--- config.mk ---
export PLATFORM = sky130hd
export DESIGN_NAME = pixel_streamer
export DESIGN_NICKNAME = d
export VERILOG_FILES = /design/src/rtl/cam_pkg.sv /design/src/rtl/pixel_streamer.sv
export SDC_FILE = /design/constraint.sdc
export NUM_CORES = 1
export LEC_CHECK = 0
export ABC_CLOCK_PERIOD_IN_PS = 2000
export BUFFER_PORTS_ARGS = -buffer_cell sky130_fd_sc_hd__buf_2
export CAP_MARGIN = 0
export CORE_MARGIN = 8
export CORE_UTILIZATION = 25
export CTS_CLUSTER_DIAMETER = 80
export CTS_CLUSTER_SIZE = 20
export DETAILED_ROUTE_END_ITERATION = 7
export GPL_TIMING_DRIVEN = 1
export PLACE_DENSITY = 0.51
export SYNTH_ARGS = -nofsm -noshare
export SYNTH_HDL_FRONTEND = slang
export SYNTH_SLANG_ARGS = --single-unit
--- constraint.sdc ---
create_clock -name CLOCK_50 -period 2 [get_ports CLOCK_50]
set_input_delay 0.3 -clock CLOCK_50 [delete_from_list [all_inputs] [get_ports CLOCK_50]]
set_output_delay 0.3 -clock CLOCK_50 [all_outputs]
set_load 0.03 [all_outputs]
--- src/rtl/cam_pkg.sv ---
package cam_pkg;

  // ==========================================================
  // Data types
  // ==========================================================

  // Raw sensor sample
  typedef logic [11:0] raw_pix_t;

  // One serial byte
  typedef logic [7:0] byte_t;

  // Transmit word, seen as a pixel code or as two bytes
  typedef union packed {
    logic [15:0] code;
    struct packed {
      byte_t hi;
      byte_t lo;
    } bytes;
  } tx_word_u;

  // ==========================================================
  // Quantisation
  // ==========================================================

  // Strictly-above thresholds on the raw value
  localparam raw_pix_t THR_HIGH = 12'd127;
  localparam raw_pix_t THR_MID  = 12'd15;
  localparam raw_pix_t THR_LOW  = 12'd7;

  // ASCII digit pairs "33" "22" "11" "00"
  localparam logic [15:0] CODE_3 = 16'h3333;
  localparam logic [15:0] CODE_2 = 16'h3232;
  localparam logic [15:0] CODE_1 = 16'h3131;
  localparam logic [15:0] CODE_0 = 16'h3030;

endpackage

--- src/rtl/pixel_streamer.sv ---
`timescale 1ns/1ps

module pixel_streamer #(
  parameter int IMG_SIDE = 28,
  parameter int TX_DEPTH = 4
) (
  input  logic                                  CLOCK_50,
  input  logic                                  KEY,
  input  logic                                  img_done,
  input  cam_pkg::raw_pix_t                     rd_data,
  input  logic                                  credit,
  output logic                                  rd_en,
  output logic [$clog2(IMG_SIDE*IMG_SIDE)-1:0]  rd_addr,
  output logic                                  word_valid,
  output cam_pkg::tx_word_u                     word,
  output logic                                  busy
);

  import cam_pkg::*;

  localparam int NPIX = IMG_SIDE * IMG_SIDE;
  localparam int AW   = $clog2(NPIX);
  localparam int CW   = $clog2(TX_DEPTH+1);

  logic          running;
  logic [AW-1:0] idx;
  logic          rd_pend;
  logic [CW-1:0] credit_cnt;

  // ==========================================================
  // Read issue
  // ==========================================================
  // A pending read already owns one of the credits
  assign rd_en   = running && (credit_cnt > CW'(rd_pend));
  assign rd_addr = idx;

  always_ff @(posedge CLOCK_50 or negedge KEY) begin
    if (!KEY) begin
      running <= 1'b0;
      idx     <= '0;
      rd_pend <= 1'b0;
    end else begin
      rd_pend <= rd_en;
      if (img_done) begin
        running <= 1'b1;
        idx     <= '0;
      end else if (rd_en) begin
        // Last pixel read ends the pass
        if (idx == AW'(NPIX-1)) begin
          running <= 1'b0;
        end
        idx <= idx + 1'b1;
      end
    end
  end

  // ==========================================================
  // Quantise and push
  // ==========================================================
  // Buffer data arrives the cycle after the read
  assign word_valid = rd_pend;

  always_comb begin
    if (rd_data > THR_HIGH) begin
      word.code = CODE_3;
    end else if (rd_data > THR_MID) begin
      word.code = CODE_2;
    end else if (rd_data > THR_LOW) begin
      word.code = CODE_1;
    end else begin
      word.code = CODE_0;
    end
  end

  // Credit count, spent on push and refilled by the transmitter
  always_ff @(posedge CLOCK_50 or negedge KEY) begin
    if (!KEY) begin
      credit_cnt <= CW'(TX_DEPTH);
    end else begin
      case ({word_valid, credit})
        2'b10:   credit_cnt <= credit_cnt - 1'b1;
        2'b01:   credit_cnt <= credit_cnt + 1'b1;
        default: credit_cnt <= credit_cnt;
      endcase
    end
  end

  // Busy until every word is out of the transmit FIFO
  assign busy = running | rd_pend | (credit_cnt != CW'(TX_DEPTH));

endmodule

==> flow_summary.ini <==
[logic_synthesis]
synth_cells = 98
ys_ff_latch = 15
yosys.area.top_type = dfrtp_1
synth_cell_types = 32
yosysWarnings = 0
synth.top_cell.area_share = 0.371
yosys-top-cells-area = dfrtp_1, buf_4, nor2_1
synth_area_um2 = 945
yosysSeqAreaShare = 0.399
avgSynthCellArea_um2 = 9.64

[clocking]
clkTransAtPathRegs_ps = 60
clk_latency_ps = 250
clock-root-buffer = clkbuf_8
clk_path_buf_depth = 2
clkSinkCount = 15
cts_tree = built
cts_made_buffers = 3
htreeDepth = 1

[route]
drt_iter0_drc = 17
drtPass1Iterations = 4
ant_nets = 0
drc = 0
via_per_inst = 4.27
num_vias = 756
wl_um = 2110
routedWlPerCell_um = 11.9

[placed_design]
place_congestion = 0.779
numPortBuffers = 29
place_inst = 170
preCtsSetupSlack_ps = 151
hpwl_um = 1670

[flow_run]
cap_violations = 0

[floorplanning]
die_x_um = 77.5
initial_core_util = 0.258
boundaryPins = 45
die-area_um2 = 6000
die_y_um = 77.5
core_um2 = 3660
rows = 22

[setup_path]
cp_data_required_time_ps = 2180
cp-end-kind = flop
cp.arrival_ps = 2070
critPathLaunchType = flop
path_max_fanout = 8
worstSetupPathType = reg -> reg

[finish]
most-common-layout-cells = buf_2, dfrtp_1, conb_1
nNetsFinal = 150
drive_above_1_share = 0.326
num_antenna_cells = 0
final_cells = 177
final_common_cell = buf_2
areaGrowthSynthToFinish_pct = 22.0
fillCellCount = 398

[timing]
timing.final.hold_violations = 0
setup_viol = 0
slew_viol_final = 0
rsz0062_at_grt = no
setup_ws_ps = 109
period_share = 0.945
fin_worst_skew_ps = 4.25
setup_tns_ps = 0
fmax_mhz = 529
min_period_ps = 1890

[pwr]
p_int_w = 0.000746
powerDensity_nw_per_um2 = 1110
switchingPower_w = 0.000535
power_w = 0.00128
switching_share = 0.418
p_leak_nw = 0.533
seq_power_share = 0.352
vdd_drop_max_uv = 536
clkPwrFrac = 0.192
comb_power_share = 0.455

[global_routing]
grt_pass1_wl_um = 3550
grt_max_degree = 16
grtUsageTotal = 0.0721
grt_pass1_vias = 764
antenna_found_initial = 0
overflow = 0

[status]
status = finished, final reports clean

[min_path]
worst_hold_path_type = in -> reg
-- metrics by stage --
step | util | hold slack [ps] | cell area [µm²]
floorplan | - | 4.41 | 982
global placement | 0.293 | 230 | 1070
detailed placement | 0.293 | 229 | 1070
CTS | 0.309 | 357 | 1130
global route | 0.315 | 365 | 1150
finish | 0.315 | 371 | 1150
-- area by class of cell --
class / count / area, µm² / area share
Multi-Input combinational cell: 74 / 484 / 0.420
Sequential cell: 15 / 377 / 0.327
Timing Repair Buffer: 32 / 170 / 0.148
Tap cell: 48 / 60.1 / 0.0521
Clock buffer: 3 / 41.3 / 0.0358
Inverter: 4 / 15.0 / 0.0130
Clock inverter: 1 / 5.00 / 0.00434
-- Yosys cell counts, drive strengths merged --
master,instances
o21ai,3
and4,1
xor2,4
nand4,5
inv,4
nor2,12
a21oi,3
nor2b,1
dlygate4sd1,1
dfrtp,14
nor4,1
o211ai,1
mux2,1
or3,1
conb,2
fa,1
a211oi,2
mux2i,1
o31ai,1
buf,14
or4,3
nor3,1
dfstp,1
ha,3
xnor2,5
a2111oi,1
nand3,2
nand2,6
a21o,1
or2,2
-- timing repair --
action | CTS | global route
resized for setup | 0 | 2
endpoints found under the setup margin | 0 | 1
hold buffers | 1 | 0
setup buffers | 0 | 2
endpoints found under the hold margin | 14 | 0
-- worst paths after layout --
path                          startpoint  depth (start not counted)       endpoint  slack, ps
max in group asynchronous            KEY                          2  credit_cnt[2]       1220
hold reg to reg            credit_cnt[2]                          1  credit_cnt[2]        540
min in group asynchronous            KEY                          2        running        480
setup / recovery           credit_cnt[0]                          7     rd_addr[7]        110
setup reg to reg           credit_cnt[0]                          7     rd_addr[7]        110
hold / removal                  img_done                          2     rd_addr[5]        370
-- critical path, cell delays in order, from the launching register on --
cell	delay (ps)
dfrtp_1	390
inv_1	70
ha_1	320
nor2_4	150
o21ai_4	70
buf_4	170
or4_1	500
a21oi_1	150
-- sequential cells by signal (all words and copies together), names as in the netlist --
register and count:
word_valid 1, running 1, credit_cnt 3, rd_addr 10
-- metal layers --
metal  wire [µm]  track usage
met1         886       0.0768
met3         236       0.0472
met2         959        0.112
met4          26       0.0264
met5           0            0
-- cell families (layout without fill, tap and decap cells) --
| family | Yosys count | in the layout | synth area share |
|---|---|---|---|
| muxes | 2 | 2 | 0.0225 |
| AOI/OAI and AO/OA | 12 | 12 | 0.0993 |
| xor gates and xnor gates | 9 | 9 | 0.0834 |
| DFF | 15 | 15 | 0.399 |
| and+or+nand+nor | 35 | 35 | 0.191 |
| other | 2 | 12 | 0.00795 |
| adders and majority gates | 4 | 4 | 0.0609 |
| buffers and inverters | 19 | 40 | 0.136 |
-- power by group through the flow --
stage / Sequential (W) / Clock [W] / Combinational, W
floorplan: 0.000502 / 0 / 0.000367
global placement: 0.000456 / 0 / 0.000505
detailed placement: 0.000462 / 0 / 0.000521
CTS: 0.000457 / 0.000257 / 0.000524
global route: 0.000465 / 0.000278 / 0.000654
finish: 0.000451 / 0.000246 / 0.000583
Note: power is estimated with default switching activity, not from simulation.
