`config.mk`:
```
export PLATFORM = sky130hd
export DESIGN_NAME = uart_tx
export DESIGN_NICKNAME = d
export VERILOG_FILES = /design/src/rtl/cam_pkg.sv /design/src/rtl/uart_tx.sv
export SDC_FILE = /design/constraint.sdc
export NUM_CORES = 1
export LEC_CHECK = 0
export ABC_CLOCK_PERIOD_IN_PS = 5200
export BUFFER_PORTS_ARGS = -buffer_cell sky130_fd_sc_hd__buf_2
export CORE_AREA = 4 4 95 119
export DETAILED_ROUTE_END_ITERATION = 16
export DIE_AREA = 0 0 99 123
export PLACE_DENSITY = 0.58
export SLEW_MARGIN = 5
export SYNTH_ARGS = -nofsm -noshare
export SYNTH_HDL_FRONTEND = slang
export SYNTH_SLANG_ARGS = --single-unit
```
`constraint.sdc`:
```
create_clock -name CLOCK_50 -period 5.2 [get_ports CLOCK_50]
set_input_delay 0.78 -clock CLOCK_50 [delete_from_list [all_inputs] [get_ports CLOCK_50]]
set_output_delay 0.78 -clock CLOCK_50 [all_outputs]
set_load 0.05 [all_outputs]
```
`src/rtl/cam_pkg.sv`:
```
package cam_pkg;

  // ==========================================================
  // Data types
  // ==========================================================

  // Raw sensor sample
  typedef logic [11:0] raw_pix_t;

  // One serial byte
  typedef logic [7:0] byte_t;

  // Transmit word, seen as a pixel code or as two bytes
  typedef union packed {
    logic [15:0] code;
    struct packed {
      byte_t hi;
      byte_t lo;
    } bytes;
  } tx_word_u;

  // ==========================================================
  // Quantisation
  // ==========================================================

  // Strictly-above thresholds on the raw value
  localparam raw_pix_t THR_HIGH = 12'd127;
  localparam raw_pix_t THR_MID  = 12'd15;
  localparam raw_pix_t THR_LOW  = 12'd7;

  // ASCII digit pairs "33" "22" "11" "00"
  localparam logic [15:0] CODE_3 = 16'h3333;
  localparam logic [15:0] CODE_2 = 16'h3232;
  localparam logic [15:0] CODE_1 = 16'h3131;
  localparam logic [15:0] CODE_0 = 16'h3030;

endpackage

```
`src/rtl/uart_tx.sv`:
```
`timescale 1ns/1ps

module uart_tx #(
  parameter int BAUD_DIV = 434,
  parameter int TX_DEPTH = 4
) (
  input  logic               CLOCK_50,
  input  logic               KEY,
  input  logic               word_valid,
  input  cam_pkg::tx_word_u  word,
  output logic               txd,
  output logic               credit
);

  import cam_pkg::*;

  localparam int PW = (TX_DEPTH > 1) ? $clog2(TX_DEPTH) : 1;
  localparam int CW = $clog2(TX_DEPTH+1);
  localparam int BW = (BAUD_DIV > 1) ? $clog2(BAUD_DIV) : 1;

  tx_word_u      fifo [TX_DEPTH];
  logic [PW-1:0] wr_ptr;
  logic [PW-1:0] rd_ptr;
  logic [CW-1:0] count;
  tx_word_u      head;

  logic [9:0]    shift;
  logic [3:0]    bit_cnt;
  logic [BW-1:0] baud_cnt;
  logic          active;
  logic          lo_pend;
  byte_t         lo_byte;
  logic          tick;
  logic          byte_end;
  logic          need_load;
  logic          load_lo;
  logic          pop;

  // ==========================================================
  // Word FIFO
  // ==========================================================
  assign head = fifo[rd_ptr];

  // Word storage, written on each push
  always_ff @(posedge CLOCK_50) begin
    if (word_valid) begin
      fifo[wr_ptr] <= word;
    end
  end

  always_ff @(posedge CLOCK_50 or negedge KEY) begin
    if (!KEY) begin
      wr_ptr <= '0;
      rd_ptr <= '0;
      count  <= '0;
    end else begin
      if (word_valid) begin
        wr_ptr <= (wr_ptr == PW'(TX_DEPTH-1)) ? '0 : wr_ptr + 1'b1;
      end
      if (pop) begin
        rd_ptr <= (rd_ptr == PW'(TX_DEPTH-1)) ? '0 : rd_ptr + 1'b1;
      end
      // Pushes never exceed the free slots thanks to credits
      count <= count + CW'(word_valid) - CW'(pop);
    end
  end

  // ==========================================================
  // Byte splitter and 8N1 shifter
  // ==========================================================
  assign tick      = active && (baud_cnt == BW'(BAUD_DIV-1));
  assign byte_end  = tick && (bit_cnt == 4'd9);
  // Next byte loads on the edge that ends the stop bit
  assign need_load = !active || byte_end;
  assign load_lo   = need_load && lo_pend;
  assign pop       = need_load && !lo_pend && (count != '0);
  assign credit    = pop;
  assign txd       = shift[0];

  always_ff @(posedge CLOCK_50 or negedge KEY) begin
    if (!KEY) begin
      shift    <= '1;
      bit_cnt  <= '0;
      baud_cnt <= '0;
      active   <= 1'b0;
      lo_pend  <= 1'b0;
      lo_byte  <= '0;
    end else if (pop) begin
      // High byte goes out first while the low byte waits
      shift    <= {1'b1, head.bytes.hi, 1'b0};
      lo_byte  <= head.bytes.lo;
      lo_pend  <= 1'b1;
      bit_cnt  <= '0;
      baud_cnt <= '0;
      active   <= 1'b1;
    end else if (load_lo) begin
      shift    <= {1'b1, lo_byte, 1'b0};
      lo_pend  <= 1'b0;
      bit_cnt  <= '0;
      baud_cnt <= '0;
      active   <= 1'b1;
    end else if (byte_end) begin
      // Line rests high with nothing queued
      active   <= 1'b0;
      shift    <= '1;
      baud_cnt <= '0;
    end else if (tick) begin
      shift    <= {1'b1, shift[9:1]};
      bit_cnt  <= bit_cnt + 1'b1;
      baud_cnt <= '0;
    end else if (active) begin
      baud_cnt <= baud_cnt + 1'b1;
    end
  end

endmodule

```
==> results.cfg <==
[global_routing]
grt_pass1_wl_um = 13300
grt_overflow = 0
antenna_found_initial = 0
grt_max_degree = 40
grt.total_usage_pct = 14.0
grt_pass1_vias = 2614

[synth]
yosysSeqAreaShare_pct = 64.6
synth-async-reset-ratio_pct = 37.9
synthDistinctLibCells = 44
synth_area_um2 = 4500
synth_area_leader_cell = edfxtp_1
syn_avg_cell_area_um2 = 15.0
syn_inst = 300
synth_top_area_share_pct = 42.7
syn_nets = 331
synth-main-ff-cell = edfxtp_1
synth_seq_cells = 103
synth_edf_count = 64
yosysWarnings = 0
yosys-top-cells-area = edfxtp_1, dfrtp_1, mux4_2, dfstp_2, ha_1

[clock_tree]
clkSinkCount = 103
clockBufferDepth = 2
cts.htree.levels = 3
ctsHoldBuffers = 0
cts.clk_slew.worst_paths_ns = 0.07
root_buffer = clkbuf_16
clock_latency_ns = 0.34
cts_resized = 0
cts_buffers = 9
cts_setup_buffers = 0
cts_tree = built

[sta]
fmax_mhz = 275
fin_worst_skew_ns = 0.00798
slew_violations = 0
setup-tns-final_ns = 0
setup_viol = 0
hold_viol = 0
fin_hold_ws_ns = 0.506
finalCriticalPeriod_ns = 3.63
relSlewSlack_pct = 41.3
worstMarginPinSlew_ns = 0.881
timing.final.crit_share_pct = 69.9
rsz0062_at_grt = no

[finish]
diodes = 0
area_growth_pct = 11.2
fill_cells = 869
fin_util_pct = 49.5
finalNetCount = 351
drive_gt1_share_pct = 23.4

[detailed_routing]
ant_nets = 0
drc = 0
drt_first_pass_iters = 4
wl_per_cell_um = 17.1
drtIter0Drc = 111
wl_um = 7770
vias = 2489
vias_per_cell = 5.48

[worst_hold_path]
worstHoldPathType = reg -> reg
hp-start = lo_byte[6]$_DFFE_PN0N_

[place]
dpl.hpwl_um = 5230
gp_congestion = 0.789
port_buffers = 20

[setup_path]
crit_required_ns = 4.42
cpPeakStageDelay_ns = 0.60
worstPathMaxFanout = 12
crit_start = baud_cnt[3]$_DFFE_PN0P_
path_cells = or3b_1 > o41ai_4 > nand3_2 > inv_1 > buf_2
reg2reg_from = baud_cnt[3]$_DFFE_PN0P_
start_kind = register
crit_buf_inv = 2
worstSetupPathType = reg -> out
cp.arrival_ns = 2.85
worst_path_max_delay_cell = o41ai_4
endpoint_kind = output port
path_delay_family = simple AND/OR/NAND/NOR gates

[run_status]
status = finished clean

[die]
rows = 41
start_util_pct = 44.6
die_h_um = 123
die_x_um = 99
dieArea_um2 = 12200
io_pins = 21
core_um2 = 10100

[pwr]
power_mw = 2.13
leakage_nw = 1.90
peakVddDrop_v = 0.000231
powerDensity_nw_per_um2 = 425

[run]
drv.max_cap_violation_count = 0
-- power breakdown --
group / leakage (nW) / internal [mW] / switching (mW) / total, mW
sequential: 1.05 / 1.04 / 0.0886 / 1.13
combinational: 0.703 / 0.158 / 0.202 / 0.360
clock: 0.143 / 0.345 / 0.299 / 0.644
total: 1.90 / 1.54 / 0.590 / 2.13
-- logic make-up after synthesis --
kind of cell    after synthesis  share of synthesized area (%)
flops                       103                           64.6
simple gates                 77                           9.33
compound gates               48                           7.50
buf+inv                      27                           2.56
mux                          26                           11.2
fa+ha+maj                    12                           3.50
xor+xnor                      7                           1.36
-- cell usage in the layout (no fill, tap or decap), types with 9 or more instances in the layout --
cell type and n:
dfrtp_1 30, clkbuf_16 9, inv_1 14, a21oi_1 9
nand2_1 13, ha_1 11, edfxtp_1 64, o21ai_0 9
buf_2 20, dfstp_2 9, nor2_1 10, nor3_1 13
mux4_2 16
-- layout make-up --
type	instances	area (µm²)	share of cell area, %
clock inverters	6	50.0	1.00
multi-input cells	170	1480	29.6
well taps	129	161	3.22
repair buffers	22	115	2.30
clock buffers	10	239	4.77
inverters	14	52.6	1.05
flip-flops and latches	103	2910	58.1
-- synth_stat cells, drive strengths merged, types with 2 or more instances --
cell type / count
dfrtp: 30
nor4: 6
or3: 4
buf: 6
a32oi: 7
nor3: 13
dfstp: 9
nor2: 10
xnor2: 6
mux4: 16
and3: 8
nand2: 13
o21ai: 10
o22ai: 2
inv: 14
clkbuf: 7
a21oi: 9
mux2: 10
edfxtp: 64
nand2b: 7
a31oi: 6
nand3: 6
ha: 11
o31ai: 8
and2: 4
-- sequential cells by signal (all words and copies together), names as in the netlist, 2 cells and up --
signal    count
fifo         64
shift         9
baud_cnt      9
bit_cnt       4
wr_ptr        2
count         3
rd_ptr        2
lo_byte       8
-- metal layers --
| metal | up-vias | GRT usage (%) | part of all wire, % |
|---|---|---|---|
| li1 | 1200 | - | - |
| met1 | 1232 | 18.5 | 46 |
| met2 | 44 | 23.0 | 50 |
| met3 | 13 | 2.14 | 2.9 |
| met4 | 0 | 6.15 | 2.0 |
| met5 | - | 0 | 0 |
-- path summary, 6_finish.rpt --
kind	slack (ns)	depth (start not counted)	to
min reg2reg	0.51	1	lo_byte[6]$_DFFE_PN0N_
min	0.51	1	lo_byte[6]$_DFFE_PN0N_
max in group asynchronous	4.11	1	lo_byte[3]$_DFFE_PN0N_
max reg2reg	1.81	10	count[2]$_DFF_PN0_
min in group asynchronous	0.55	1	baud_cnt[4]$_DFFE_PN0P_
max	1.57	5	credit
-- through the flow --
| stage | std cells | area [µm²] | worst slack [ns] |
|---|---|---|---|
| floorplan | 300 | 4500 | 2.26 |
| global route | 454 | 5010 | 1.38 |
| finish | 454 | 5010 | 1.57 |
| CTS | 454 | 5010 | 1.55 |
| global placement | 438 | 4720 | 1.95 |
| detailed placement | 438 | 4720 | 1.80 |
Note: power is estimated with default switching activity, not from simulation.
