===== config.mk =====
export PLATFORM = sky130hd
export DESIGN_NAME = frame_capture
export DESIGN_NICKNAME = d
export VERILOG_FILES = /design/src/rtl/cam_pkg.sv /design/src/rtl/frame_capture.sv
export SDC_FILE = /design/constraint.sdc
export NUM_CORES = 1
export LEC_CHECK = 0
export BUFFER_PORTS_ARGS = -buffer_cell sky130_fd_sc_hd__buf_2
export CAP_MARGIN = 10
export CORE_MARGIN = 2
export CORE_UTILIZATION = 45
export CTS_BUF_LIST = sky130_fd_sc_hd__clkbuf_8
export DETAILED_ROUTE_END_ITERATION = 7
export GPL_TIMING_DRIVEN = 1
export MAX_ROUTING_LAYER = met4
export PLACE_DENSITY = 0.75
export REMOVE_ABC_BUFFERS = 1
export SYNTH_ARGS = -nofsm -noshare
export SYNTH_HDL_FRONTEND = slang
export SYNTH_SLANG_ARGS = --single-unit

===== constraint.sdc =====
create_clock -name CLOCK_50 -period 3.8 [get_ports CLOCK_50]
set_input_delay 0.57 -clock CLOCK_50 [delete_from_list [all_inputs] [get_ports CLOCK_50]]
set_output_delay 0.57 -clock CLOCK_50 [all_outputs]
set_load 0.02 [all_outputs]

===== src/rtl/cam_pkg.sv =====
package cam_pkg;

  // ==========================================================
  // Data types
  // ==========================================================

  // Raw sensor sample
  typedef logic [11:0] raw_pix_t;

  // One serial byte
  typedef logic [7:0] byte_t;

  // Transmit word, seen as a pixel code or as two bytes
  typedef union packed {
    logic [15:0] code;
    struct packed {
      byte_t hi;
      byte_t lo;
    } bytes;
  } tx_word_u;

  // ==========================================================
  // Quantisation
  // ==========================================================

  // Strictly-above thresholds on the raw value
  localparam raw_pix_t THR_HIGH = 12'd127;
  localparam raw_pix_t THR_MID  = 12'd15;
  localparam raw_pix_t THR_LOW  = 12'd7;

  // ASCII digit pairs "33" "22" "11" "00"
  localparam logic [15:0] CODE_3 = 16'h3333;
  localparam logic [15:0] CODE_2 = 16'h3232;
  localparam logic [15:0] CODE_1 = 16'h3131;
  localparam logic [15:0] CODE_0 = 16'h3030;

endpackage


===== src/rtl/frame_capture.sv =====
`timescale 1ns/1ps

module frame_capture #(
  parameter int IMG_SIDE = 28
) (
  input  logic                                  CLOCK_50,
  input  logic                                  KEY,
  input  logic                                  snap,
  input  logic                                  clear,
  input  cam_pkg::raw_pix_t                     cam_data,
  input  logic                                  cam_fval,
  input  logic                                  cam_lval,
  output logic                                  armed,
  output logic                                  wr_en,
  output logic [$clog2(IMG_SIDE*IMG_SIDE)-1:0]  wr_addr,
  output cam_pkg::raw_pix_t                     wr_data,
  output logic                                  img_done
);

  localparam int AW = $clog2(IMG_SIDE*IMG_SIDE);
  // Counters saturate at IMG_SIDE, so one extra code is needed
  localparam int CW = $clog2(IMG_SIDE+1);

  logic          fval_q;
  logic          lval_q;
  logic          capturing;
  logic [CW-1:0] col;
  logic [CW-1:0] line;
  logic [AW-1:0] wr_ptr;
  logic          pix_valid;
  logic          frame_start;
  logic          line_end;
  logic          in_win;
  logic          take;
  logic          last_pix;

  // ==========================================================
  // Strobe decode
  // ==========================================================
  assign pix_valid   = cam_fval & cam_lval;
  assign frame_start = cam_fval & ~fval_q;
  assign line_end    = lval_q & ~cam_lval;
  assign in_win      = (col < CW'(IMG_SIDE)) && (line < CW'(IMG_SIDE));

  // First pixel may share the cycle with the frame start
  assign take     = capturing | (frame_start & armed);
  assign wr_en    = take & pix_valid & in_win;
  assign wr_addr  = wr_ptr;
  assign wr_data  = cam_data;
  assign last_pix = wr_en && (col == CW'(IMG_SIDE-1)) && (line == CW'(IMG_SIDE-1));

  // ==========================================================
  // Arm and capture control
  // ==========================================================
  always_ff @(posedge CLOCK_50 or negedge KEY) begin
    if (!KEY) begin
      fval_q    <= 1'b0;
      lval_q    <= 1'b0;
      armed     <= 1'b0;
      capturing <= 1'b0;
      img_done  <= 1'b0;
    end else begin
      fval_q   <= cam_fval;
      lval_q   <= cam_lval;
      img_done <= last_pix;
      // Clear wins over snap; a starting frame uses up the arm
      if (clear) begin
        armed <= 1'b0;
      end else if (frame_start && armed) begin
        armed <= 1'b0;
      end else if (snap) begin
        armed <= 1'b1;
      end
      // Window complete or frame ended early
      if (last_pix || !cam_fval) begin
        capturing <= 1'b0;
      end else if (frame_start && armed) begin
        capturing <= 1'b1;
      end
    end
  end

  // ==========================================================
  // Column, line and address counters
  // ==========================================================
  always_ff @(posedge CLOCK_50 or negedge KEY) begin
    if (!KEY) begin
      col    <= '0;
      line   <= '0;
      wr_ptr <= '0;
    end else begin
      // Column restarts whenever the line strobe drops
      if (!cam_lval) begin
        col <= '0;
      end else if (pix_valid && col != CW'(IMG_SIDE)) begin
        col <= col + 1'b1;
      end
      // Line count advances at the end of each line
      if (!cam_fval) begin
        line <= '0;
      end else if (line_end && line != CW'(IMG_SIDE)) begin
        line <= line + 1'b1;
      end
      if (!cam_fval) begin
        wr_ptr <= '0;
      end else if (wr_en) begin
        wr_ptr <= wr_ptr + 1'b1;
      end
    end
  end

endmodule


==> results of run 1 <==
-- path summary, 6_finish.rpt --
kind / startpoint / end / slack, ns / cells after the start
min: KEY / wr_addr[8] / 0.27 / 1
max: cam_fval / wr_en / 1.30 / 5
max reg2reg: armed / wr_addr[6] / 1.97 / 5
min reg2reg: col[0] / col[0] / 0.56 / 1
max in group asynchronous: KEY / line[4] / 3.15 / 1
min in group CLOCK_50: clear / armed / 0.44 / 2
-- metrics by stage --
step | utilization [%] | hold WS [ns] | power [mW] | setup WS (ns)
6_report | 50.7 | 0.271 | 0.479 | 1.30
5_1_grt | 50.7 | 0.297 | 0.504 | 1.19
4_1_cts | 50.7 | 0.294 | 0.485 | 1.32
3_5_place_dp | 49.0 | 0.555 | 0.323 | 1.32
3_3_place_gp | 49.0 | 0.533 | 0.321 | 1.41
2_1_floorplan | - | 0.274 | 0.305 | 1.83
-- area by class of cell --
type	instances	area, um^2
flip-flops and latches	25	626
multi-input cells	92	586
repair buffers	18	90.1
clock buffers	3	41.3
well taps	31	38.8
inverters	9	33.8
clock inverters	1	7.51
fillers	256	1380
-- registers in the layout, indices dropped and copies added, names as in the netlist --
signal and count:
lval_q 1, armed 1, fval_q 1, img_done 1, line 5, wr_addr 10
col 5, capturing 1
-- cells by family after synthesis --
| logic type | share of synthesized area (%) |
|---|---|
| compound gates | 11.0 |
| xor+xnor | 3.26 |
| fa+ha+maj | 4.66 |
| buf+inv | 9.87 |
| flops | 46.6 |
| mux | 2.23 |
| simple gates | 22.4 |
-- power breakdown --
part / leakage, nW / total, mW / switching (mW) / internal, mW
Sequential: 0.340 / 0.279 / 0.00625 / 0.273
Clock: 0.0217 / 0.162 / 0.0875 / 0.0744
Combinational: 0.334 / 0.0385 / 0.0258 / 0.0127
Total: 0.696 / 0.479 / 0.120 / 0.360
-- cell usage in the layout, fill, tap and decap left out, types with 2 or more instances in the layout --
master / count
sky130_fd_sc_hd__o211ai_1: 2
sky130_fd_sc_hd__dfrtp_1: 25
sky130_fd_sc_hd__nand2b_1: 4
sky130_fd_sc_hd__nand4_1: 4
sky130_fd_sc_hd__nand3_1: 15
sky130_fd_sc_hd__a21oi_1: 6
sky130_fd_sc_hd__xor2_1: 4
sky130_fd_sc_hd__buf_2: 18
sky130_fd_sc_hd__ha_1: 5
sky130_fd_sc_hd__nor2_1: 7
sky130_fd_sc_hd__and3_1: 2
sky130_fd_sc_hd__inv_1: 8
sky130_fd_sc_hd__nor3_1: 2
sky130_fd_sc_hd__o21ai_0: 4
sky130_fd_sc_hd__mux2i_1: 3
sky130_fd_sc_hd__or4_1: 4
sky130_fd_sc_hd__o31ai_1: 5
sky130_fd_sc_hd__clkbuf_8: 3
sky130_fd_sc_hd__nand2_1: 12
-- per-layer routing --
metal	routed length (um)	global-route usage (%)
met5	0	-
met4	14	4.87
met3	236	8.13
met2	1260	26.3
met1	1140	21.8
==> results.md, run 1 <==
- The core box area is 0.00281 mm^2.
- Of the available clock period, the critical path in the final layout requires 65.7%.
- The post-layout net count is 172.
- The number of iterations in the first detailed-routing pass is 6.
- The final hold violation count is 0.
- The total global routing track utilization is 17.7%.
- The flow ran to the end, but the final reports show violations.
- The post-synth design cell area is 0.00134 mm^2.
- The static power due to leakage is 0.696 nW.
- The fraction of registers with async set or reset after synthesis is 100%.
- The via count of the first global-routing pass is 996.
- The slowest cell on the critical path is sky130_fd_sc_hd__o2111ai_2.
- Subtracting the final worst setup slack from the clock period gives 2.50 ns.
- For this design, the CTS-stage hold fixing added 0 buffers.
- The number of antenna diodes in the final layout is 0.
- Traced cell by cell, the critical path runs through buf_2 -> and3b_1 -> o2111ai_2 -> inv_1 -> buf_2.
- The proportion of netlist area held by the largest area contributor is 46.6%.
- The flip-flop and latch count after synthesis is 25.
- At the pin with the least slew margin, the transition time is 0.588 ns.
- The final reports fail on DRC.
- The relative slew slack is 60.8%.
- The layout overhead on the synthesized area is 5.87%.
- After routing the design area is 0.00142 mm^2.
- The die outline width is 58.6 um.
- The prevailing post-synth register cell is sky130_fd_sc_hd__dfrtp_1.
- The largest stage delay on the critical path is 0.50 ns.
- The count of endpoints failing setup in the final report is 0.
- Counting the buffers created by CTS gives 3.
- The clock edge transition at the registers on the reported setup and hold paths is 0.10 ns.
- After synthesis, the netlist uses 34 different library cells.
- The count of final max-slew check failures is 0.
- The proportion of layout cells with a drive suffix above 1 is 16.2%.
- Once detail routing completed, the nets flagged for antenna violations numbered 0.
- The highest attainable clock frequency is 401 MHz.
- The max-cap check violation count is 0.
- The synthesized design contains 0 enable-type register cells.
- The worst hold-check path type is in2async.
- The total power density per cell area is 337 mW/mm^2.
- The detailed-route wire length is 2640 um.
- The row count is 19.
- The maximum buffer depth of the clock tree is 2.
- Setup repair after global routing left no endpoint under its margin.
- For this run, design rule violations remaining after detail routing come to 3.
- The critical path is of the in2out type.
- CTS built an H-tree with a depth of 1.
- The chip height is 58.6 um.
- In this run the cell area measured after placement is 0.00137 mm^2.
- The first global-routing pass estimated 4460 um of wire.
- The initial antenna violation count was 0.
- The critical path contains buffers and inverters numbering 3 combined.
- The count of synthesis-stage warnings from yosys is 0.
- Including well taps, the total number of placed cells is 175.
- The largest net degree at the start of global routing is 26.
- The number of gates resized after CTS is 0.
- The worst setup path is launched from an input port.
- The total number of clock tree sinks is 25.
- The setup TNS after final layout is 0 ns.
- After detailed routing, the number of vias per cell comes to 5.82.
- The later-pin clock latency in the skew report is 0.28 ns.
- The biggest area consumer among synthesized cells is sky130_fd_sc_hd__dfrtp_1.
- The clock tree from TritonCTS is built.
- The half-perimeter wire length after detailed placement is 1810 um.
- By area the synthesized netlist is led by sky130_fd_sc_hd__dfrtp_1, sky130_fd_sc_hd__buf_4, sky130_fd_sc_hd__nand3_1.
- The congestion estimate from routability-driven global placement came to 0.807.
- The finished layout holds 179 standard cells, fillers aside.
- Along the worst path, the maximum fanout reaches 14.
- The first-iteration detailed-routing DRC count is 54.
- Averaged over all synthesized cells, the footprint is 9.60 um^2.
- sky130_fd_sc_hd__dfrtp_1 is the most common cell in the netlist.
- For the worst setup path, the data arrival time is 1.93 ns.
- Grouping stages by cell kind, the critical path spends the most delay in buffers and inverters.
- The final routed wire length divided by cell count is 14.8 um.
- The cell that appears most often on the critical path is sky130_fd_sc_hd__buf_2.
- The root buffer cell is sky130_fd_sc_hd__clkbuf_8.
- The sum of overflow across all layers after global routing is 0.
- The worst setup path is captured at an output pin.
- Summing over every cut layer, the via total after detailed routing is 1041.
- Between clock sinks in the finished design, the worst skew comes to 0.0121 ns.
- Pin placement for this block handled 43 I/O pins.
- By count the netlist is led by sky130_fd_sc_hd__dfrtp_1, sky130_fd_sc_hd__nand3_1, sky130_fd_sc_hd__buf_4, sky130_fd_sc_hd__nand2_1, sky130_fd_sc_hd__inv_1.
- Sequential cells were found to cover 46.6% of the synthesized design area.
- The number of buffers added for setup after CTS is 0.
- The initial standard-cell utilization of the core is 47.9%.
- The port buffer count is 18.
- The post-synthesis cell count is 140.
- The worst IR drop on VDD is 0.258 mV.
- The die covers 0.00344 mm^2.
- At the worst endpoint, the required time is 3.23 ns.
No activity file was read; power rests on OpenSTA's default activity.
==> run 2, diff against run 1 <==
--- a/config.mk
+++ b/config.mk
@@ -5,6 +5,7 @@
 export SDC_FILE = /design/constraint.sdc
 export NUM_CORES = 1
 export LEC_CHECK = 0
+export ABC_AREA = 1
 export BUFFER_PORTS_ARGS = -buffer_cell sky130_fd_sc_hd__buf_2
 export CAP_MARGIN = 10
 export CORE_MARGIN = 2
@@ -13,7 +14,7 @@
 export DETAILED_ROUTE_END_ITERATION = 7
 export GPL_TIMING_DRIVEN = 1
 export MAX_ROUTING_LAYER = met4
-export PLACE_DENSITY = 0.75
+export PLACE_DENSITY = 0.74
 export REMOVE_ABC_BUFFERS = 1
 export SYNTH_ARGS = -nofsm -noshare
 export SYNTH_HDL_FRONTEND = slang
==> constraint.sdc (replaced) <==
create_clock -name CLOCK_50 -period 2.3 [get_ports CLOCK_50]
set_input_delay 0.345 -clock CLOCK_50 [delete_from_list [all_inputs] [get_ports CLOCK_50]]
set_output_delay 0.345 -clock CLOCK_50 [all_outputs]
set_load 0.02 [all_outputs]
==> run 2 against run 1 <==
- the run now ends clean
- combinational power grew to 4.3 times the previous value
- total power is 95% higher
- sequential power is 84% higher
- highest routed layer unchanged
- largest cell class is now multi-input combinational cells
- utilization fell by 0.79 points
- synthesized cell count increased by 25%
- global-route usage fell by 1.3 points
- routed wire length is 1.8% lower
- clock power up 58%
==> results.md, run 2 <==
- The most common cell after layout, fill and taps aside is sky130_fd_sc_hd__nand2_1.
- The fraction of registers with async set or reset after synthesis is 100% (unchanged).
- The switching share of power is 29.9% (+5.0 points).
- The post-synthesis cell count is 175 (+25%).
- The combinational cell fraction of total power was 17.7% (+9.7 points).
- The sequential cell area fraction in the yosys report is 43.0% (-3.6 points).
- The endpoint identified for the worst register-to-register timing path is wr_addr[8].
- The worst setup path is captured at an output pin.
- The internal power consumption was 656 uW (+82%).
- The post-synth design cell area is 0.00146 mm^2 (+8.4%).
- The row count is 20 (+1).
- The total DRC errors in the routed layout is 0 (-3).
- The post-detailed-route via-to-cell ratio is 4.82 (-17%).
- The count of pins on the block boundary is 43 (unchanged).
- The initial standard-cell utilization of the core is 47.3% (-0.59 points).
- The data required time at the worst endpoint is 1.96 ns (-1.27 ns).
- The worst IR drop on VDD was 0.433 mV (+68%).
- The number of antenna-violating nets in the routed design is 0 (unchanged).
- The count of flip-flops with a built-in enable after synthesis was 0 (unchanged).
- The count of endpoints failing setup in the final report came to 0 (unchanged).
- The level count of the clock H-tree was 1 (unchanged).
- The worst hold-check path type is in2async.
- The minimum clock period after layout is 1.80 ns.
- The number of iterations in the first detailed-routing pass is 4 (-2).
- The run finished with clean final reports.
- After layout, the worst path uses 78.2% of the clock period.
- The clock buffer count from CTS was 3 (unchanged).
- The die area is 0.00371 mm^2 (+7.8%).
- The slowest cell on the critical path is sky130_fd_sc_hd__dfrtp_1.
- The number of flip-flops under the largest register name is 10 (unchanged).
- The worst path arrival time is 1.45 ns (-0.48 ns).
- The largest fanout on the critical path is 11 (-3).
- The flip-flop and latch count after synthesis is 25 (unchanged).
- The count of synthesis-stage warnings from yosys is 0 (unchanged).
- The half-perimeter wire length after detailed placement is 1880 um (+3.5%).
- The worst clock skew on the final layout was 0.00944 ns (-0.00265 ns).
- The clock edge transition at the registers on the reported setup and hold paths is 0.09 ns (about the same).
- The number of buffers inserted by hold repair at cts is 0 (unchanged).
- By count the netlist is led by sky130_fd_sc_hd__nand2_1, sky130_fd_sc_hd__dfrtp_1, sky130_fd_sc_hd__nand3_1.
- The biggest area consumer among synthesized cells is sky130_fd_sc_hd__dfrtp_1.
- The proportion of layout cells with a drive suffix above 1 is 18.6% (+2.4 points).
- The proportion of netlist area held by the largest area contributor is 43.0% (-3.6 points).
- The total number of clock tree sinks is 25 (unchanged).
- The final routed wire length divided by cell count was 11.4 um (-23%).
- The relative slew slack was 62.2% (+1.4 points).
- The post-layout net count was 207 (+20%).
- The sequential group share of total power came to 54.9% (-3.3 points).
- The via count of the first global-routing pass is 1005 (+0.90%).
- The static power due to leakage is 0.790 nW (+13%).
- The sum of overflow across all layers after global routing came to 0 (unchanged).
- The largest stage delay on the critical path is 0.42 ns (-0.08 ns).
- The setup path with the least slack is of type reg2out.
- The setup TNS after final layout came to 0 ns (unchanged).
- The number of cells traversed by the worst register-to-register path came to 7 (+2).
- The most frequent cell on the critical path is sky130_fd_sc_hd__nand2_1.
- From synthesis to final layout, the design area changed by 5.50%.
- The die outline width is 60.9 um (+3.8%).
- The most instantiated library cell after synthesis is sky130_fd_sc_hd__nand2_1.
- The library cells used most frequently in the layout, excluding fill and tap cells, are sky130_fd_sc_hd__nand2_1, sky130_fd_sc_hd__nand3_1, sky130_fd_sc_hd__dfrtp_1, sky130_fd_sc_hd__buf_2, sky130_fd_sc_hd__inv_1.
- The maximum buffer depth of the clock tree is 2 (unchanged).
- The register-to-register path setup slack was 0.90 ns (-1.07 ns).
- The antenna diode count is 0 (unchanged).
- Walking the worst path, the cells encountered are nand2_1 -> inv_1 -> nand2_1 -> nand2_2 -> nor2_4 -> buf_2.
- The count of unique library cells instantiated by Yosys is 27 (-21%).
- The count of final max-slew check failures is 0 (unchanged).
- The total global routing track utilization is 16.4% (-1.3 points).
- The tree is rooted in a sky130_fd_sc_hd__clkbuf_8.
- After synthesis, the cell types taking the most area are sky130_fd_sc_hd__dfrtp_1, sky130_fd_sc_hd__nand2_1, sky130_fd_sc_hd__nand3_1.
- For this run, the top clock speed supported by timing is 556 MHz.
- The port buffer count was 18 (unchanged).
- The overall power after layout is 935 uW (+95%).
- TritonCTS built the clock tree.
- The clock network fraction of design power came to 27.4% (-6.4 points).
- The post-synthesis area per instance is 8.32 um^2 (-13%).
- The total power density per cell area was 609 mW/mm^2 (+81%).
- The routability congestion estimate came to 0.810 (+0.27%).
- The detailed-route wire length is 2600 um (-1.8%).
- The initial antenna violation count is 0 (unchanged).
- The final hold violation count is 0 (unchanged).
- Among all flip-flop cells after synthesis, the most frequent one is sky130_fd_sc_hd__dfrtp_1.
- The number of buffers added for setup after CTS is 0 (unchanged).
- The number of gates resized after CTS is 0 (unchanged).
- The worst register-to-register path begins at wr_addr[0].
- The chip height came to 60.9 um (+3.8%).
- The worst-margin pin slew came to 0.566 ns (-0.0213 ns).
- Setup repair after global routing left no endpoint under its margin.
- The largest net degree at the start of global routing is 26 (unchanged).
- The later-pin clock latency in the skew report is 0.27 ns (about the same).
- The net switching power figure is 280 uW (+130%).
- The first-iteration detailed-routing DRC count is 81 (+50%).
- The nature of the critical path startpoint is a register.
- The detailed-route via count was 1095 (+5.2%).
- The max-cap check violation count came to 0 (unchanged).
- The core box area is 0.00308 mm^2 (+9.7%).
- The global-route wire length before repair is 4340 um (-2.8%).
[run 2: cell count changes after synthesis, sizes merged, moves of 3 or more]
cell	change
nand2b	-4
nand3	+11
or4	-4
nor2	+9
xor2	+3
nand2	+30
o31ai	-5
o21ai	+6
inv	+8
mux2i	-3
[run 2: how the worst max path moves through the flow]
stage / start / to / slack, ns / depth (start not counted)
6_report: line[3] / wr_en / 0.50 / 6
5_1_grt: line[3] / wr_en / 0.36 / 6
4_1_cts: line[3] / wr_en / 0.48 / 6
3_5_place_dp: cam_fval / wr_en / 0.72 / 6
3_3_place_gp: cam_fval / wr_en / 0.74 / 6
2_1_floorplan: wr_addr[0] / wr_addr[8] / 0.96 / 6
[run 2: area by class of cell]
cell class / instances / area [um^2]
fillers: 298 / 1540
well taps: 44 / 55.1
clock buffers: 3 / 41.3
multi-input cells: 118 / 648
inverters: 17 / 65.1
flip-flops and latches: 25 / 626
clock inverters: 1 / 3.75
repair buffers: 19 / 97.6
[run 2: power groups by stage]
stage,clock network [mW],registers (mW),logic (mW)
floorplan,0,0.529,0.103
global placement,0,0.522,0.166
detailed placement,0,0.521,0.168
CTS,0.264,0.513,0.168
global route,0.282,0.522,0.194
finish,0.256,0.513,0.166
[run 2: through the flow]
stage / setup slack [ns] / std cells / cell area, um^2 / util, % / hold slack, ns
2_1_floorplan: 0.958 / 160 / 1340 / - / 0.0494
3_3_place_gp: 0.740 / 223 / 1490 / 48.5 / 0.367
3_5_place_dp: 0.719 / 223 / 1490 / 48.5 / 0.373
4_1_cts: 0.479 / 227 / 1540 / 49.9 / 0.0750
5_1_grt: 0.362 / 227 / 1540 / 49.9 / 0.0953
6_report: 0.501 / 227 / 1540 / 49.9 / 0.0555
[run 2: logic make-up (layout without fill, tap and decap cells)]
family / Yosys count / count (layout) / share of synthesized area (%)
xor+xnor: 8 / 8 / 4.81
flops: 25 / 25 / 43.0
compound gates: 16 / 16 / 6.10
buf+inv: 32 / 40 / 12.5
simple gates: 89 / 89 / 29.3
fa+ha+maj: 5 / 5 / 4.30
[run 2: worst max-delay path, delay by kind of cell (launching register included)]
family	cells	cell delay, ns
buf+inv	2	0.28
flops	1	0.42
simple gates	4	0.49
[run 2: layer usage]
metal	vias up	wire length [um]	global-route usage, %
met2	35	1100	23.8
li1	567	-	-
met4	0	31	5.59
met3	5	181	6.82
met1	488	1280	20.5
met5	-	0	-
==> run 3, diff against run 2 <==
--- a/config.mk
+++ b/config.mk
@@ -5,7 +5,7 @@
 export SDC_FILE = /design/constraint.sdc
 export NUM_CORES = 1
 export LEC_CHECK = 0
-export ABC_AREA = 1
+export ABC_AREA = 0
 export BUFFER_PORTS_ARGS = -buffer_cell sky130_fd_sc_hd__buf_2
 export CAP_MARGIN = 10
 export CORE_MARGIN = 2
@@ -14,7 +14,7 @@
 export DETAILED_ROUTE_END_ITERATION = 7
 export GPL_TIMING_DRIVEN = 1
 export MAX_ROUTING_LAYER = met4
-export PLACE_DENSITY = 0.74
+export PLACE_DENSITY = 0.78
 export REMOVE_ABC_BUFFERS = 1
 export SYNTH_ARGS = -nofsm -noshare
 export SYNTH_HDL_FRONTEND = slang
==> constraint.sdc (replaced) <==
create_clock -name CLOCK_50 -period 1.54 [get_ports CLOCK_50]
set_input_delay 0.231 -clock CLOCK_50 [delete_from_list [all_inputs] [get_ports CLOCK_50]]
set_output_delay 0.231 -clock CLOCK_50 [all_outputs]
set_load 0.02 [all_outputs]
==> run 3 against run 2 <==
- clock skew about the same
- total power increased by 29%
- via count increased by 8.7%
- worst hold slack improved by 0.043 ns
- the run now ends with DRC, setup timing left
- sequential share of layout area decreased by 3.2 points
- largest cell class is now flip-flops and latches
- global-route usage increased by 3.8 points
- cell area increased by 8.5%
- non-clock buffer count increased by 26
==> results.md, run 3 (synthesized netlist as in run 1, its figures left out) <==
- The largest net degree at the start of global routing is 26 (unchanged).
- The largest stage delay on the critical path is 0.38 ns (-0.04 ns).
- The initial standard-cell utilization of the core is 47.9% (+0.59 points).
- The tightest hold margin is 0.0989 ns (+0.0434 ns).
- The first-iteration detailed-routing DRC count is 86 (+6.2%).
- The relative slew slack is 62.5% (+0.26 points).
- The number of cells traversed by the worst hold path is 2.
- The number of non-filler instances in the completed layout is 206 (-9.3%).
- The maximum buffer depth of the clock tree is 2 (unchanged).
- The total DRC errors in the routed layout is 4 (+4).
- The final hold violation count is 0 (unchanged).
- The setup slack of the critical path after layout is -0.0809 ns (-0.582 ns).
- Traced cell by cell, the critical path runs through and3b_2 -> o2111ai_4 -> inv_2 -> buf_6.
- The static power due to leakage is 0.838 nW (+6.1%).
- The total global routing track utilization was 20.1% (+3.8 points).
- Derived from the worst setup path, the maximum achievable clock frequency is 617 MHz.
- The count of endpoints failing setup in the final report is 4 (+4).
- The worst-margin pin slew is 0.562 ns (-0.00385 ns).
- Setup repair after global routing could not meet its margin everywhere.
- The layout overhead on the synthesized area is 24.0%.
- The number of cells after detailed placement came to 197 (-12%).
- The data required time at the worst endpoint came to 1.31 ns (-0.65 ns).
- The worst IR drop on VDD is 0.784 mV (+81%).
- The antenna diode count is 0 (unchanged).
- The level count of the clock H-tree is 1 (unchanged).
- The checks that failed: DRC, setup timing.
- The port buffer count is 18 (unchanged).
- The routed length on met1 is 1200 um (-6.7%).
- The number of cells traversed by the worst register-to-register path is 5 (-2).
- The post-route standard cell area excluding fillers was 0.00167 mm^2 (+8.5%).
- The row count is 19 (-5.0%).
- The worst hold-check path type is in2reg.
- The sum of buffers and inverters on the critical path was 2 (unchanged).
- The setup TNS after final layout is -0.108 ns (-0.108 ns).
- In the layout the commonest cells are sky130_fd_sc_hd__buf_4, sky130_fd_sc_hd__dfrtp_1, sky130_fd_sc_hd__buf_2, sky130_fd_sc_hd__nand3_1, sky130_fd_sc_hd__nand2_1.
- The detailed-route via count came to 1190 (+8.7%).
- The die area is 0.00344 mm^2 (-7.2%).
- The overall power after layout is 1.20 mW (+29%).
- The later-pin clock latency in the skew report is 0.28 ns (about the same).
- The slowest cell on the critical path is sky130_fd_sc_hd__dfrtp_1.
- The number of antenna-violating nets in the routed design is 0 (unchanged).
- The max-cap check violation count came to 0 (unchanged).
- The routability congestion estimate came to 0.862 (+6.5%).
- The minimum clock period after layout is 1.62 ns.
- The sum of overflow across all layers after global routing is 0 (unchanged).
- The proportion of layout cells with a drive suffix above 1 is 32.6% (+14 points).
- The fill cell total of the finished layout is 226 (-24%).
- The via count of the first global-routing pass came to 1208 (+20%).
- In this run the critical register-to-register path is launched from fval_q.
- The detailed-route wire length is 3040 um (+17%).
- The worst clock skew on the final layout is 0.00982 ns (+0.000388 ns).
- The largest fanout on the critical path is 8 (-3).
- The topmost layer with routed signal wires is met4.
- The post-detailed-route via-to-cell ratio was 5.78 (+20%).
- The number of iterations in the first detailed-routing pass is 6 (+2).
- The die outline width is 58.6 um (-3.7%).
- The initial antenna violation count was 0 (unchanged).
- After layout, the worst path uses 105% of the clock period.
- The startpoint identified for the worst hold timing path is clear.
- The count of final max-slew check failures came to 0 (unchanged).
- The total number of clock tree sinks is 25 (unchanged).
- The count of pins on the block boundary is 43 (unchanged).
- The area occupied by multi-input gates is 622 um^2 (-4.1%).
- The sequential cell area is 626 um^2 (unchanged).
- STA classifies the critical path startpoint as a register.
- The cell area reported after detailed placement was 0.00154 mm^2 (+3.2%).
- The run finished, with violations left.
- The clock buffer count from CTS is 3 (unchanged).
- The worst path arrival time came to 1.39 ns (-0.06 ns).
- The final routed wire length divided by cell count is 14.7 um (+29%).
- The core box area is 0.00281 mm^2 (-8.9%).
- The length of routed met3 wiring is 271 um (+50%).
- The most common cell after layout, fill and taps aside is sky130_fd_sc_hd__buf_4.
- The hold path endpoint is armed.
- The post-layout net count was 199 (-3.9%).
- The root buffer cell is sky130_fd_sc_hd__clkbuf_8.
- The type of the setup path with the least slack is reg2out.
- The register-to-register path setup slack is -0.01 ns (-0.91 ns).
- The chip height is 58.6 um (-3.7%).
- The total power density per cell area was 723 mW/mm^2 (+19%).
- The clock tree from TritonCTS is built.
- The endpoint identified for the worst register-to-register timing path is wr_addr[9].
- The clock edge transition at the registers on the reported setup and hold paths was 0.09 ns (about the same).
- The half-perimeter wire length after detailed placement is 2160 um (+15%).
- The worst setup path is captured at an output pin.
- The global-route wire length before repair is 5110 um (+18%).
- The number of flip-flops under the largest register name came to 10 (unchanged).
- The length of routed met2 wiring was 1540 um (+39%).
- The critical path's top delay family is flip-flops.
[run 3: power breakdown]
group / switching [mW] / total [mW] / internal, mW / leakage [nW]
combinational: 0.0774 / 0.135 / 0.0577 / 0.471
sequential: 0.0117 / 0.685 / 0.673 / 0.340
clock: 0.206 / 0.385 / 0.179 / 0.0269
[run 3: layout make-up]
cell class                      instances  area share, %
Clock buffer                            3           2.48
Sequential cell                        25           37.5
Clock inverter                          1          0.225
Timing Repair Buffer                   45           18.1
Multi-Input combinational cell         92           37.3
Inverter                                9           2.03
Tap cell                               31           2.33
[run 3: how the worst max path moves through the flow]
stage                      start          to  slack [ns]  cells past startpoint
after global placement    fval_q  wr_addr[5]       0.006                      4
after CTS                  armed       wr_en       -0.09                      4
after global routing       armed       wr_en       -0.15                      4
after floorplan            armed  wr_addr[3]       -0.18                      5
after detailed placement  fval_q  wr_addr[9]        -0.1                      4
final                      armed       wr_en       -0.08                      4
[run 3: routing by layer]
metal	up-vias	GRT usage, %
met2	54	33.4
met4	0	8.12
li1	558	-
met5	-	-
met1	574	21.8
met3	4	7.47
[run 3: metrics by stage]
step | util, % | worst slack (ns)
after CTS | 58.1 | -0.0876
after global routing | 59.4 | -0.153
after detailed placement | 54.9 | -0.0960
after floorplan | - | -0.176
final | 59.4 | -0.0809
after global placement | 54.9 | 0.00584
[run 3: what timing repair did]
item                                    in CTS  in global routing
resized for setup                            6                  5
hold endpoints to repair                    25                  0
pin swaps                                    7                  3
hold buffers                                 1                  0
endpoints found under the setup margin       6                 10
setup buffers                                2                  2
